## config.mk

```make
export PLATFORM = sky130hd
export DESIGN_NAME = MipsCore
export DESIGN_NICKNAME = d
export VERILOG_FILES = /design/src/rtl/mipsPkg.sv /design/src/rtl/ControlUnit.sv /design/src/rtl/Alu.sv /design/src/rtl/RegisterFile.sv /design/src/rtl/ProgramCounter.sv /design/src/rtl/MipsCore.sv
export SDC_FILE = /design/constraint.sdc
export NUM_CORES = 2
export LEC_CHECK = 0
export BUFFER_PORTS_ARGS = -buffer_cell sky130_fd_sc_hd__buf_2
export CAP_MARGIN = 40
export CELL_PAD_IN_SITES_DETAIL_PLACEMENT = 1
export CELL_PAD_IN_SITES_GLOBAL_PLACEMENT = 1
export CORE_ASPECT_RATIO = 1.25
export CORE_MARGIN = 5
export CORE_UTILIZATION = 49
export DETAILED_ROUTE_END_ITERATION = 12
export GPL_TIMING_DRIVEN = 0
export PLACE_DENSITY = 0.87
export SYNTH_ARGS = -nofsm -noshare
export SYNTH_HDL_FRONTEND = slang
export SYNTH_SLANG_ARGS = --single-unit
```

## constraint.sdc

```tcl
create_clock -name clk -period 8.94 [get_ports clk]
set_clock_uncertainty 0.2 [all_clocks]
set_input_delay 1.788 -clock clk [delete_from_list [all_inputs] [get_ports clk]]
set_output_delay 1.788 -clock clk [all_outputs]
set_load 0.01 [all_outputs]
```

## src/rtl/mipsPkg.sv

```systemverilog
package mipsPkg;

    // datapath widths.
    typedef logic [31:0] word_t;
    typedef logic [4:0]  regAddr_t;
    typedef logic [5:0]  opCode_t;
    typedef logic [5:0]  funct_t;
    typedef logic [1:0]  aluOp_t;

    // opcode field, bits 31:26.
    localparam opCode_t opRType = 6'b000000;
    localparam opCode_t opLw    = 6'b100011;
    localparam opCode_t opSw    = 6'b101011;
    localparam opCode_t opBeq   = 6'b000100;
    localparam opCode_t opAddi  = 6'b001000;
    localparam opCode_t opJ     = 6'b000010;

    // funct field of R-type, bits 5:0.
    localparam funct_t fnAdd = 6'b100000;
    localparam funct_t fnSub = 6'b100010;
    localparam funct_t fnAnd = 6'b100100;
    localparam funct_t fnOr  = 6'b100101;
    localparam funct_t fnSlt = 6'b101010;

    // operation class handed from decoder to ALU.
    localparam aluOp_t aluAdd   = 2'b00; // address or immediate.
    localparam aluOp_t aluSub   = 2'b01; // beq compare.
    localparam aluOp_t aluFunct = 2'b10;

endpackage

```

## src/rtl/ControlUnit.sv

```systemverilog
`timescale 1ns/1ps

module ControlUnit (
    input  mipsPkg::opCode_t opCode,
    output logic             regDst,
    output logic             jump,
    output logic             branch,
    output logic             memRead,
    output logic             memToReg,
    output mipsPkg::aluOp_t  aluOp,
    output logic             memWrite,
    output logic             aluSource,
    output logic             regWrite
);

    import mipsPkg::*;

    always_comb begin
        case (opCode)
            opRType: begin
                regDst    = 1'b1; // write to rd.
                aluSource = 1'b0;
                memToReg  = 1'b0;
                regWrite  = 1'b1;
                memRead   = 1'b0;
                memWrite  = 1'b0;
                branch    = 1'b0;
                aluOp     = aluFunct;
                jump      = 1'b0;
            end
            opLw: begin
                regDst    = 1'b0;
                aluSource = 1'b1; // base plus offset.
                memToReg  = 1'b1;
                regWrite  = 1'b1;
                memRead   = 1'b1;
                memWrite  = 1'b0;
                branch    = 1'b0;
                aluOp     = aluAdd;
                jump      = 1'b0;
            end
            opSw: begin
                regDst    = 1'b0;
                aluSource = 1'b1;
                memToReg  = 1'b0;
                regWrite  = 1'b0;
                memRead   = 1'b0;
                memWrite  = 1'b1;
                branch    = 1'b0;
                aluOp     = aluAdd;
                jump      = 1'b0;
            end
            opBeq: begin
                regDst    = 1'b0;
                aluSource = 1'b0;
                memToReg  = 1'b0;
                regWrite  = 1'b0;
                memRead   = 1'b0;
                memWrite  = 1'b0;
                branch    = 1'b1;
                aluOp     = aluSub; // zero flag means equal.
                jump      = 1'b0;
            end
            opAddi: begin
                regDst    = 1'b0;
                aluSource = 1'b1;
                memToReg  = 1'b0;
                regWrite  = 1'b1;
                memRead   = 1'b0;
                memWrite  = 1'b0;
                branch    = 1'b0;
                aluOp     = aluAdd;
                jump      = 1'b0;
            end
            opJ: begin
                regDst    = 1'b0;
                aluSource = 1'b0;
                memToReg  = 1'b0;
                regWrite  = 1'b0;
                memRead   = 1'b0;
                memWrite  = 1'b0;
                branch    = 1'b0;
                aluOp     = aluAdd;
                jump      = 1'b1;
            end
            default: begin
                // unsupported opcode runs as a no-op.
                regDst    = 1'b0;
                aluSource = 1'b0;
                memToReg  = 1'b0;
                regWrite  = 1'b0;
                memRead   = 1'b0;
                memWrite  = 1'b0;
                branch    = 1'b0;
                aluOp     = aluAdd;
                jump      = 1'b0;
            end
        endcase
    end

endmodule

```

## src/rtl/Alu.sv

```systemverilog
`timescale 1ns/1ps

module Alu (
    input  mipsPkg::word_t  a,
    input  mipsPkg::word_t  b,
    input  mipsPkg::aluOp_t aluOp,
    input  mipsPkg::funct_t funct,
    output mipsPkg::word_t  result,
    output logic            zero
);

    import mipsPkg::*;

    word_t sum;
    word_t diff;
    logic  lessThan;

    assign sum      = a + b;
    assign diff     = a - b;
    assign lessThan = $signed(a) < $signed(b); // slt is signed.

    always_comb begin
        case (aluOp)
            aluAdd: begin
                result = sum;
            end
            aluSub: begin
                result = diff;
            end
            aluFunct: begin
                case (funct)
                    fnAdd: begin
                        result = sum;
                    end
                    fnSub: begin
                        result = diff;
                    end
                    fnAnd: begin
                        result = a & b;
                    end
                    fnOr: begin
                        result = a | b;
                    end
                    fnSlt: begin
                        result = {31'd0, lessThan};
                    end
                    default: begin
                        result = '0; // unknown funct.
                    end
                endcase
            end
            default: begin
                result = '0;
            end
        endcase
    end

    assign zero = (result == '0);

endmodule

```

## src/rtl/RegisterFile.sv

```systemverilog
`timescale 1ns/1ps

module RegisterFile (
    input  logic              clk,
    input  logic              rst,
    input  mipsPkg::regAddr_t readAddrA,
    input  mipsPkg::regAddr_t readAddrB,
    output mipsPkg::word_t    readDataA,
    output mipsPkg::word_t    readDataB,
    input  logic              writeEnable,
    input  mipsPkg::regAddr_t writeAddr,
    input  mipsPkg::word_t    writeData
);

    import mipsPkg::*;

    word_t regs [32];

    logic writeActive;

    // no writes land while the core is held in reset.
    assign writeActive = writeEnable && !rst && (writeAddr != '0);

    always_ff @(posedge clk) begin
        if (writeActive) begin
            regs[writeAddr] <= writeData;
        end
    end

    // r0 reads as zero whatever was stored.
    assign readDataA = (readAddrA == '0) ? '0 : regs[readAddrA];
    assign readDataB = (readAddrB == '0) ? '0 : regs[readAddrB];

endmodule

```

## src/rtl/ProgramCounter.sv

```systemverilog
`timescale 1ns/1ps

module ProgramCounter #(
    parameter mipsPkg::word_t resetVector = 32'h0000_0000
) (
    input  logic           clk,
    input  logic           rst,
    input  logic           takeBranch,
    input  logic           jump,
    input  mipsPkg::word_t immediate,
    input  logic [25:0]    jumpTarget,
    output mipsPkg::word_t pc
);

    import mipsPkg::*;

    word_t pcPlus4;
    word_t branchAddr;
    word_t jumpAddr;
    word_t nextPc;

    assign pcPlus4    = pc + 32'd4;
    assign branchAddr = pcPlus4 + {immediate[29:0], 2'b00}; // word offset.
    assign jumpAddr   = {pcPlus4[31:28], jumpTarget, 2'b00};

    always_comb begin
        if (jump) begin
            nextPc = jumpAddr;
        end else if (takeBranch) begin
            nextPc = branchAddr;
        end else begin
            nextPc = pcPlus4;
        end
    end

    always_ff @(posedge clk) begin
        if (rst) begin
            pc <= resetVector;
        end else begin
            pc <= nextPc;
        end
    end

endmodule

```

## src/rtl/MipsCore.sv

```systemverilog
`timescale 1ns/1ps

module MipsCore #(
    parameter mipsPkg::word_t resetVector = 32'h0000_0000
) (
    input  logic           clk,
    input  logic           rst,
    output mipsPkg::word_t instrAddr,
    input  mipsPkg::word_t instr,
    output mipsPkg::word_t dataAddr,
    output mipsPkg::word_t dataWdata,
    output logic           dataWe,
    output logic           dataRe,
    input  mipsPkg::word_t dataRdata
);

    import mipsPkg::*;

    // instruction fields.
    opCode_t     opCode;
    regAddr_t    rs;
    regAddr_t    rt;
    regAddr_t    rd;
    funct_t      funct;
    logic [25:0] jumpTarget;
    word_t       signExtImm;

    // decoder outputs.
    logic   regDst;
    logic   jump;
    logic   branch;
    logic   memRead;
    logic   memToReg;
    logic   memWrite;
    logic   aluSource;
    logic   regWrite;
    aluOp_t aluOp;

    regAddr_t writeAddr;
    word_t    writeBack;
    word_t    readDataA;
    word_t    readDataB;
    word_t    aluB;
    word_t    aluResult;
    logic     aluZero;
    logic     takeBranch;

    assign opCode     = instr[31:26];
    assign rs         = instr[25:21];
    assign rt         = instr[20:16];
    assign rd         = instr[15:11];
    assign funct      = instr[5:0];
    assign jumpTarget = instr[25:0];
    assign signExtImm = {{16{instr[15]}}, instr[15:0]};

    ControlUnit ControlUnit_inst (
        .opCode    (opCode),
        .regDst    (regDst),
        .jump      (jump),
        .branch    (branch),
        .memRead   (memRead),
        .memToReg  (memToReg),
        .aluOp     (aluOp),
        .memWrite  (memWrite),
        .aluSource (aluSource),
        .regWrite  (regWrite)
    );

    assign writeAddr = regDst ? rd : rt;
    assign writeBack = memToReg ? dataRdata : aluResult; // load or ALU result.

    RegisterFile RegisterFile_inst (
        .clk         (clk),
        .rst         (rst),
        .readAddrA   (rs),
        .readAddrB   (rt),
        .readDataA   (readDataA),
        .readDataB   (readDataB),
        .writeEnable (regWrite),
        .writeAddr   (writeAddr),
        .writeData   (writeBack)
    );

    assign aluB = aluSource ? signExtImm : readDataB;

    Alu Alu_inst (
        .a      (readDataA),
        .b      (aluB),
        .aluOp  (aluOp),
        .funct  (funct),
        .result (aluResult),
        .zero   (aluZero)
    );

    // beq taken only on equal operands.
    assign takeBranch = branch & aluZero;

    ProgramCounter #(
        .resetVector (resetVector)
    ) ProgramCounter_inst (
        .clk        (clk),
        .rst        (rst),
        .takeBranch (takeBranch),
        .jump       (jump),
        .immediate  (signExtImm),
        .jumpTarget (jumpTarget),
        .pc         (instrAddr)
    );

    assign dataAddr  = aluResult;
    assign dataWdata = readDataB;
    // memory strobes stay quiet through reset.
    assign dataWe    = memWrite & ~rst;
    assign dataRe    = memRead & ~rst;

endmodule

```

# == Yosys cells after proc, flatten, opt, wreduce, memory -nomap -nowiden ==
# Memory sizes are Yosys's and may differ from the RTL's.
# Index checks and enable logic that the tools add are counted.
# totals
register_bits,32
latch_bits,0
ramBits,1024
mem_bits_ro,0
in_bits,66
out_inout_bits,98
word_cells,57
mem_count,1
# classes
addsub,4
mul,0
div,0
magnitude_cmp,1
n_eq_ne,12
n_shift,0
mux,19
bitwise,6
n_reduce_logical,12
# mem_list
name,depth,word_bits,rd,rd_clocked_by_memory_dff,write_ports,line,source
RegisterFile_inst.regs,32,32,2,0,1,RegisterFile.sv:17,word_t regs [32];
# op_table
cell,count
2-to-1 mux 32 bit,6
one-hot mux 32 bit (5 select lines),1
one-hot mux 32 bit (3 select lines),1
adder 32 bit,2
"equality test 6 bit, second input constant",7
"adder 32 x 3 -> 32 bit, second input constant",1
bitwise AND 32 bit,1
zero test 32 bit,1
< comparator 32 bit,1
bitwise OR 32 bit,1
subtractor 32 bit,1
zero test 5 bit,2
2-to-1 mux 1 bit,9
"equality test 6 x 2 -> 1 bit, second input constant",1
"equality test 6 x 3 -> 1 bit, second input constant",1
"equality test 6 x 4 -> 1 bit, second input constant",1
zero test 6 bit,1
OR reduction 3 bit,2
2-to-1 mux 5 bit,1
nonzero test 5 bit,1
one-hot mux 2 bit (2 select lines),1
bitwise AND 1 bit,3
"equality test 2 x 1 -> 1 bit, second input constant",1
"equality test 2 bit, second input constant",1
5 further kinds,6

# == Logic depth before layout (Yosys ltp) ==
# logic_depth
ltp_word,11
ltp_mapped,26
depth_no_buf,21

# == Cells and area by module ==
# Synthesis repeated with hierarchy kept, for this count alone.
# hier_totals
cells_unflattened,3794
hier_area_um2,57844.2
# modules_own_cells
mod,instances,cells_each,area_per_inst_um2,seq_area_each_um2
RegisterFile,1,2370,47189.0,30749.5
Alu,1,870,5896.9,0.0
ProgramCounter,1,457,3465.8,600.6
MipsCore,1,81,1168.6,0.0
ControlUnit,1,16,123.9,0.0

# == Worst setup path before layout ==
# No wires, ideal clock.
# synth_path
kind,input to output
start,input port instr[21]
end,output port dataAddr[26]
arrival_time_ps,6808
t_required_ps,6952
path_slack_ps,144
cell_stages,18
n_path_buf,5
path_cell_list,clkbuf_1 clkbuf_1 buf_1 buf_1 mux4_2 mux4_2 nand2_1 a21oi_1 ha_1 clkbuf_1 or4b_1 nor2_1 nand3_1 o211ai_1 a21oi_1 o21ai_0 mux2i_1 o21ai_0
# synth_via
elab_chain_len,5
word_cells_on_any_way,9
cone_classes,2 x add/sub; 3 x mux; 2 x bitwise; 1 x reduce/logical; 1 x memory
# synth_lines
element,line,source
start: declaration,MipsCore.sv:9,"input mipsPkg::word_t instr,"
memory read (32 x 32 bit) / zero test 5 bit (equally long branches),--,
2-to-1 mux 32 bit *,RegisterFile.sv:31,assign readDataA = (readAddrA == '0) ? '0 : regs[readAddrA];
subtractor 32 bit (tied with other cells),Alu.sv:19,assign diff = a - b;
one-hot mux 32 bit (5 select lines),Alu.sv:31,case (funct)
one-hot mux 32 bit (3 select lines) *,Alu.sv:23,case (aluOp)
end: declaration,MipsCore.sv:10,"output mipsPkg::word_t dataAddr,"
# Every way passes the cells marked *; elsewhere a longest branch is shown, timed or not.

# == Worst setup path in the final report ==
# layout_path
start,input port instr[24]
end,output port dataAddr[22]
# Same word-level chain as after synthesis.

==> flow_metrics.env <==
export IMPL_drc=0
export IMPL_synth_top_area_cell="edfxtp_1"
export IMPL_firstDrtPassIters=8
export IMPL_first_iter_violations=8215
export IMPL_die_area_mm2=0.123
export IMPL_yosys_top_cells_count="edfxtp_1, mux4_2, nor2_1"
export IMPL_drv_slew=0
export IMPL_worstPathRequired_ns=6.95
export IMPL_top_layer_used="met5"
export IMPL_ir_drop_mv=0.166
export IMPL_maxSlewHeadroom=0.300
export IMPL_powerDensity_mw_per_mm2=214
export IMPL_cp_num_buf_inv=7
export IMPL_vias=45600
export IMPL_antenna_found_initial=21
export IMPL_start_util=0.493
export IMPL_clk_latency_ns=0.79
export IMPL_dr_wl_met2_um=120000
export IMPL_synthCells=3476
export IMPL_critPathLaunchType="input pin"
export IMPL_rsz0062_at_grt="true"
export IMPL_hold_violations=0
export IMPL_fin_ws_ns=-0.228
export IMPL_grt_overflow_total=0
export IMPL_synth_area_top_cells="edfxtp_1, mux4_2, ha_1"
export IMPL_path_max_fanout=10
export IMPL_cp_end_kind="primary output"
export IMPL_cts_tree="done"
export IMPL_detail_route_vias_per_cell=8.04
export IMPL_dpl_hpwl_um=173000
export IMPL_die_w_um=314
export IMPL_final_util=0.590
export IMPL_power_mw=14.5
export IMPL_gp_congestion=0.959
export IMPL_leakagePower_nw=22.9
export IMPL_wl_per_cell_um=48.9
export IMPL_root_buffer="clkbuf_16"
export IMPL_syn_area_per_cell_um2=16.3
export IMPL_synth_cell_types=90
export IMPL_async_reset_ff_frac=0
export IMPL_period_share=1.03
export IMPL_dp_slack_ns=-2.90
export IMPL_multi_input_area_mm2=0.0252
export IMPL_synth_seq_cells=1054
export IMPL_cts_buffers_inserted=100
export IMPL_crit_path_top_delay_cell="clkbuf_1"
export IMPL_min_period_ns=9.17
export IMPL_clk_pin_slew_ns=0.06
export IMPL_wl_met3_um=43400
export IMPL_ant_nets=0
export IMPL_drv_cap=0
export IMPL_final_layout_size_suffix_gt1_frac=0.385
export IMPL_synth_top_area_share=0.542
export IMPL_fin_area_mm2=0.0678
export IMPL_setup_violations=15
export IMPL_ys_flop_type="edfxtp_1"
export IMPL_fin_tns_setup_ns=-2.01
export IMPL_routed_wl_um=277000
export IMPL_core_area_mm2=0.115
export IMPL_regArea_mm2=0.0314
export IMPL_synth_edf_count=1024
export IMPL_yosysSeqAreaShare=0.553
export IMPL_clock_tree_buffer_depth=3
export IMPL_path_class="in -> out"
export IMPL_synth_area_mm2=0.0567
export IMPL_synth_most_common_cell="edfxtp_1"
export IMPL_nets=4215
export IMPL_area_growth_syn_to_layout_pct=19.5
export IMPL_crit_chain="buf_2 > clkbuf_1 > buf_8 > clkbuf_1 > buf_6 > mux4_2 > nand2_2 > a21oi_2 > ha_4 > buf_4 > a21o_1 > o21bai_1 > a311oi_2 > o21ai_4 > a41oi_1 > a221oi_1 > o21ai_2 > buf_2"
export IMPL_crit_family="compound AO/OA/AOI/OAI gates"
export IMPL_pin_count=164
export IMPL_wl_met1_um=76700
export IMPL_grt_util_all_layers=0.437
export IMPL_violations="setup timing"
export IMPL_port_buffers=153
export IMPL_outcome="finished with violations"
export IMPL_num_fill_cells=10400
export IMPL_grt_pass1_vias=45300
export IMPL_grt_max_degree=33
export IMPL_yosysWarnings=0
export IMPL_grt_pass1_wl_um=372000
export IMPL_clock_sinks=1054
export IMPL_tightest_slew_ns=1.05
export IMPL_worstPathArrival_ns=7.18
export IMPL_rows=139
export IMPL_htreeDepth=3
export IMPL_clock_fmax_ghz=0.109
export IMPL_max_stage_delay_ns=0.61
export IMPL_die_h_um=390
export IMPL_hp_class="reg -> reg"
export IMPL_dpl_instance_area_mm2=0.0626
tightest hold or removal path, stage by stage, from the launching register on:
cell	delay [ns]
dfxtp_1	0.35
inv_1	0.09
o221a_2	0.17
repair_timing:
| item | CTS | global route |
|---|---|---|
| setup endpoints to repair | 555 | 54 |
| gates resized for setup | 323 | 136 |
| pin swaps | 24 | 30 |
| gates cloned | 0 | 1 |
| buffers inserted | 25 | 31 |
| hold buffers | 0 | 0 |
metal layers:
layer / vias up / track usage
met5: - / 0.00196
met4: 12 / 0.393
met3: 2210 / 0.167
met2: 5762 / 0.668
met1: 22100 / 0.473
li1: 15500 / -
area by class of cell:
type | instances | share of cell area
tap | 1551 | 0.0286
buffer | 234 | 0.0197
multi-input combinational | 2097 | 0.372
inverter | 119 | 0.00670
clock buffer | 116 | 0.0384
clock inverter | 68 | 0.00934
sequential | 1054 | 0.463
timing repair buffer | 409 | 0.0618
antenna | 19 | 0.000702
placed cells by master, fill, tap and decap left out, types with 26 or more instances in the layout:
master        n
edfxtp_1   1024
mux4_2      640
buf_2       189
nor2_1      164
nand2_1     144
a21oi_1     140
ha_1        120
inv_1       115
clkbuf_16   104
clkbuf_1     92
buf_4        83
buf_6        79
buf_8        67
nand3_1      55
o21ai_0      55
clkbuf_2     54
nand2b_1     53
nor3_1       38
buf_12       36
conb_1       34
xnor2_1      34
mux2i_1      34
nor2_4       31
dfxtp_1      30
mux2_2       29
a21oi_2      26
a21o_1       26
path summary, 6_finish.rpt:
kind / start / slack, ns / cells past startpoint / end
setup reg to reg: RegisterFile_inst.regs[14][0] / 1.34 / 22 / ProgramCounter_inst.pc[4]
hold / removal: ProgramCounter_inst.pc[2] / 0.44 / 2 / ProgramCounter_inst.pc[2]
setup / recovery: instr[24] / -0.23 / 18 / dataAddr[22]
hold reg to reg: ProgramCounter_inst.pc[2] / 0.44 / 2 / ProgramCounter_inst.pc[2]
per-stage QoR:
step / hold WS (ns) / std cells
after global routing: 0.464 / 5655
after floorplan: 0.425 / 3509
after CTS: 0.442 / 5609
after global placement: 0.416 / 5213
after detailed placement: 0.428 / 5403
final: 0.436 / 5667
state kept, by name, summed over array words and instances (netlist names):
register	count
ProgramCounter_inst.pc	30
RegisterFile_inst.regs	1024
where the power goes:
group          internal [mW]  leakage [nW]  switching (mW)  total (mW)
Clock                   2.37          1.57            2.24        4.60
Sequential              6.09          9.44          0.0414        6.13
Combinational           1.17          11.9            2.57        3.74
Total                   9.63          22.9            4.85        14.5
cells by family (layout without fill, tap and decap cells):
logic type / count (synthesis) / after routing / synth area share
other: 1 / 53 / 0.0000661
muxes: 729 / 729 / 0.271
DFF: 1054 / 1054 / 0.553
xor gates and xnor gates: 56 / 56 / 0.00865
buffers and inverters: 358 / 946 / 0.0243
and+or+nand+nor: 643 / 643 / 0.0555
adders and majority gates: 134 / 134 / 0.0300
AOI/OAI and AO/OA: 501 / 501 / 0.0580
Power figures use the tool's default switching activity.
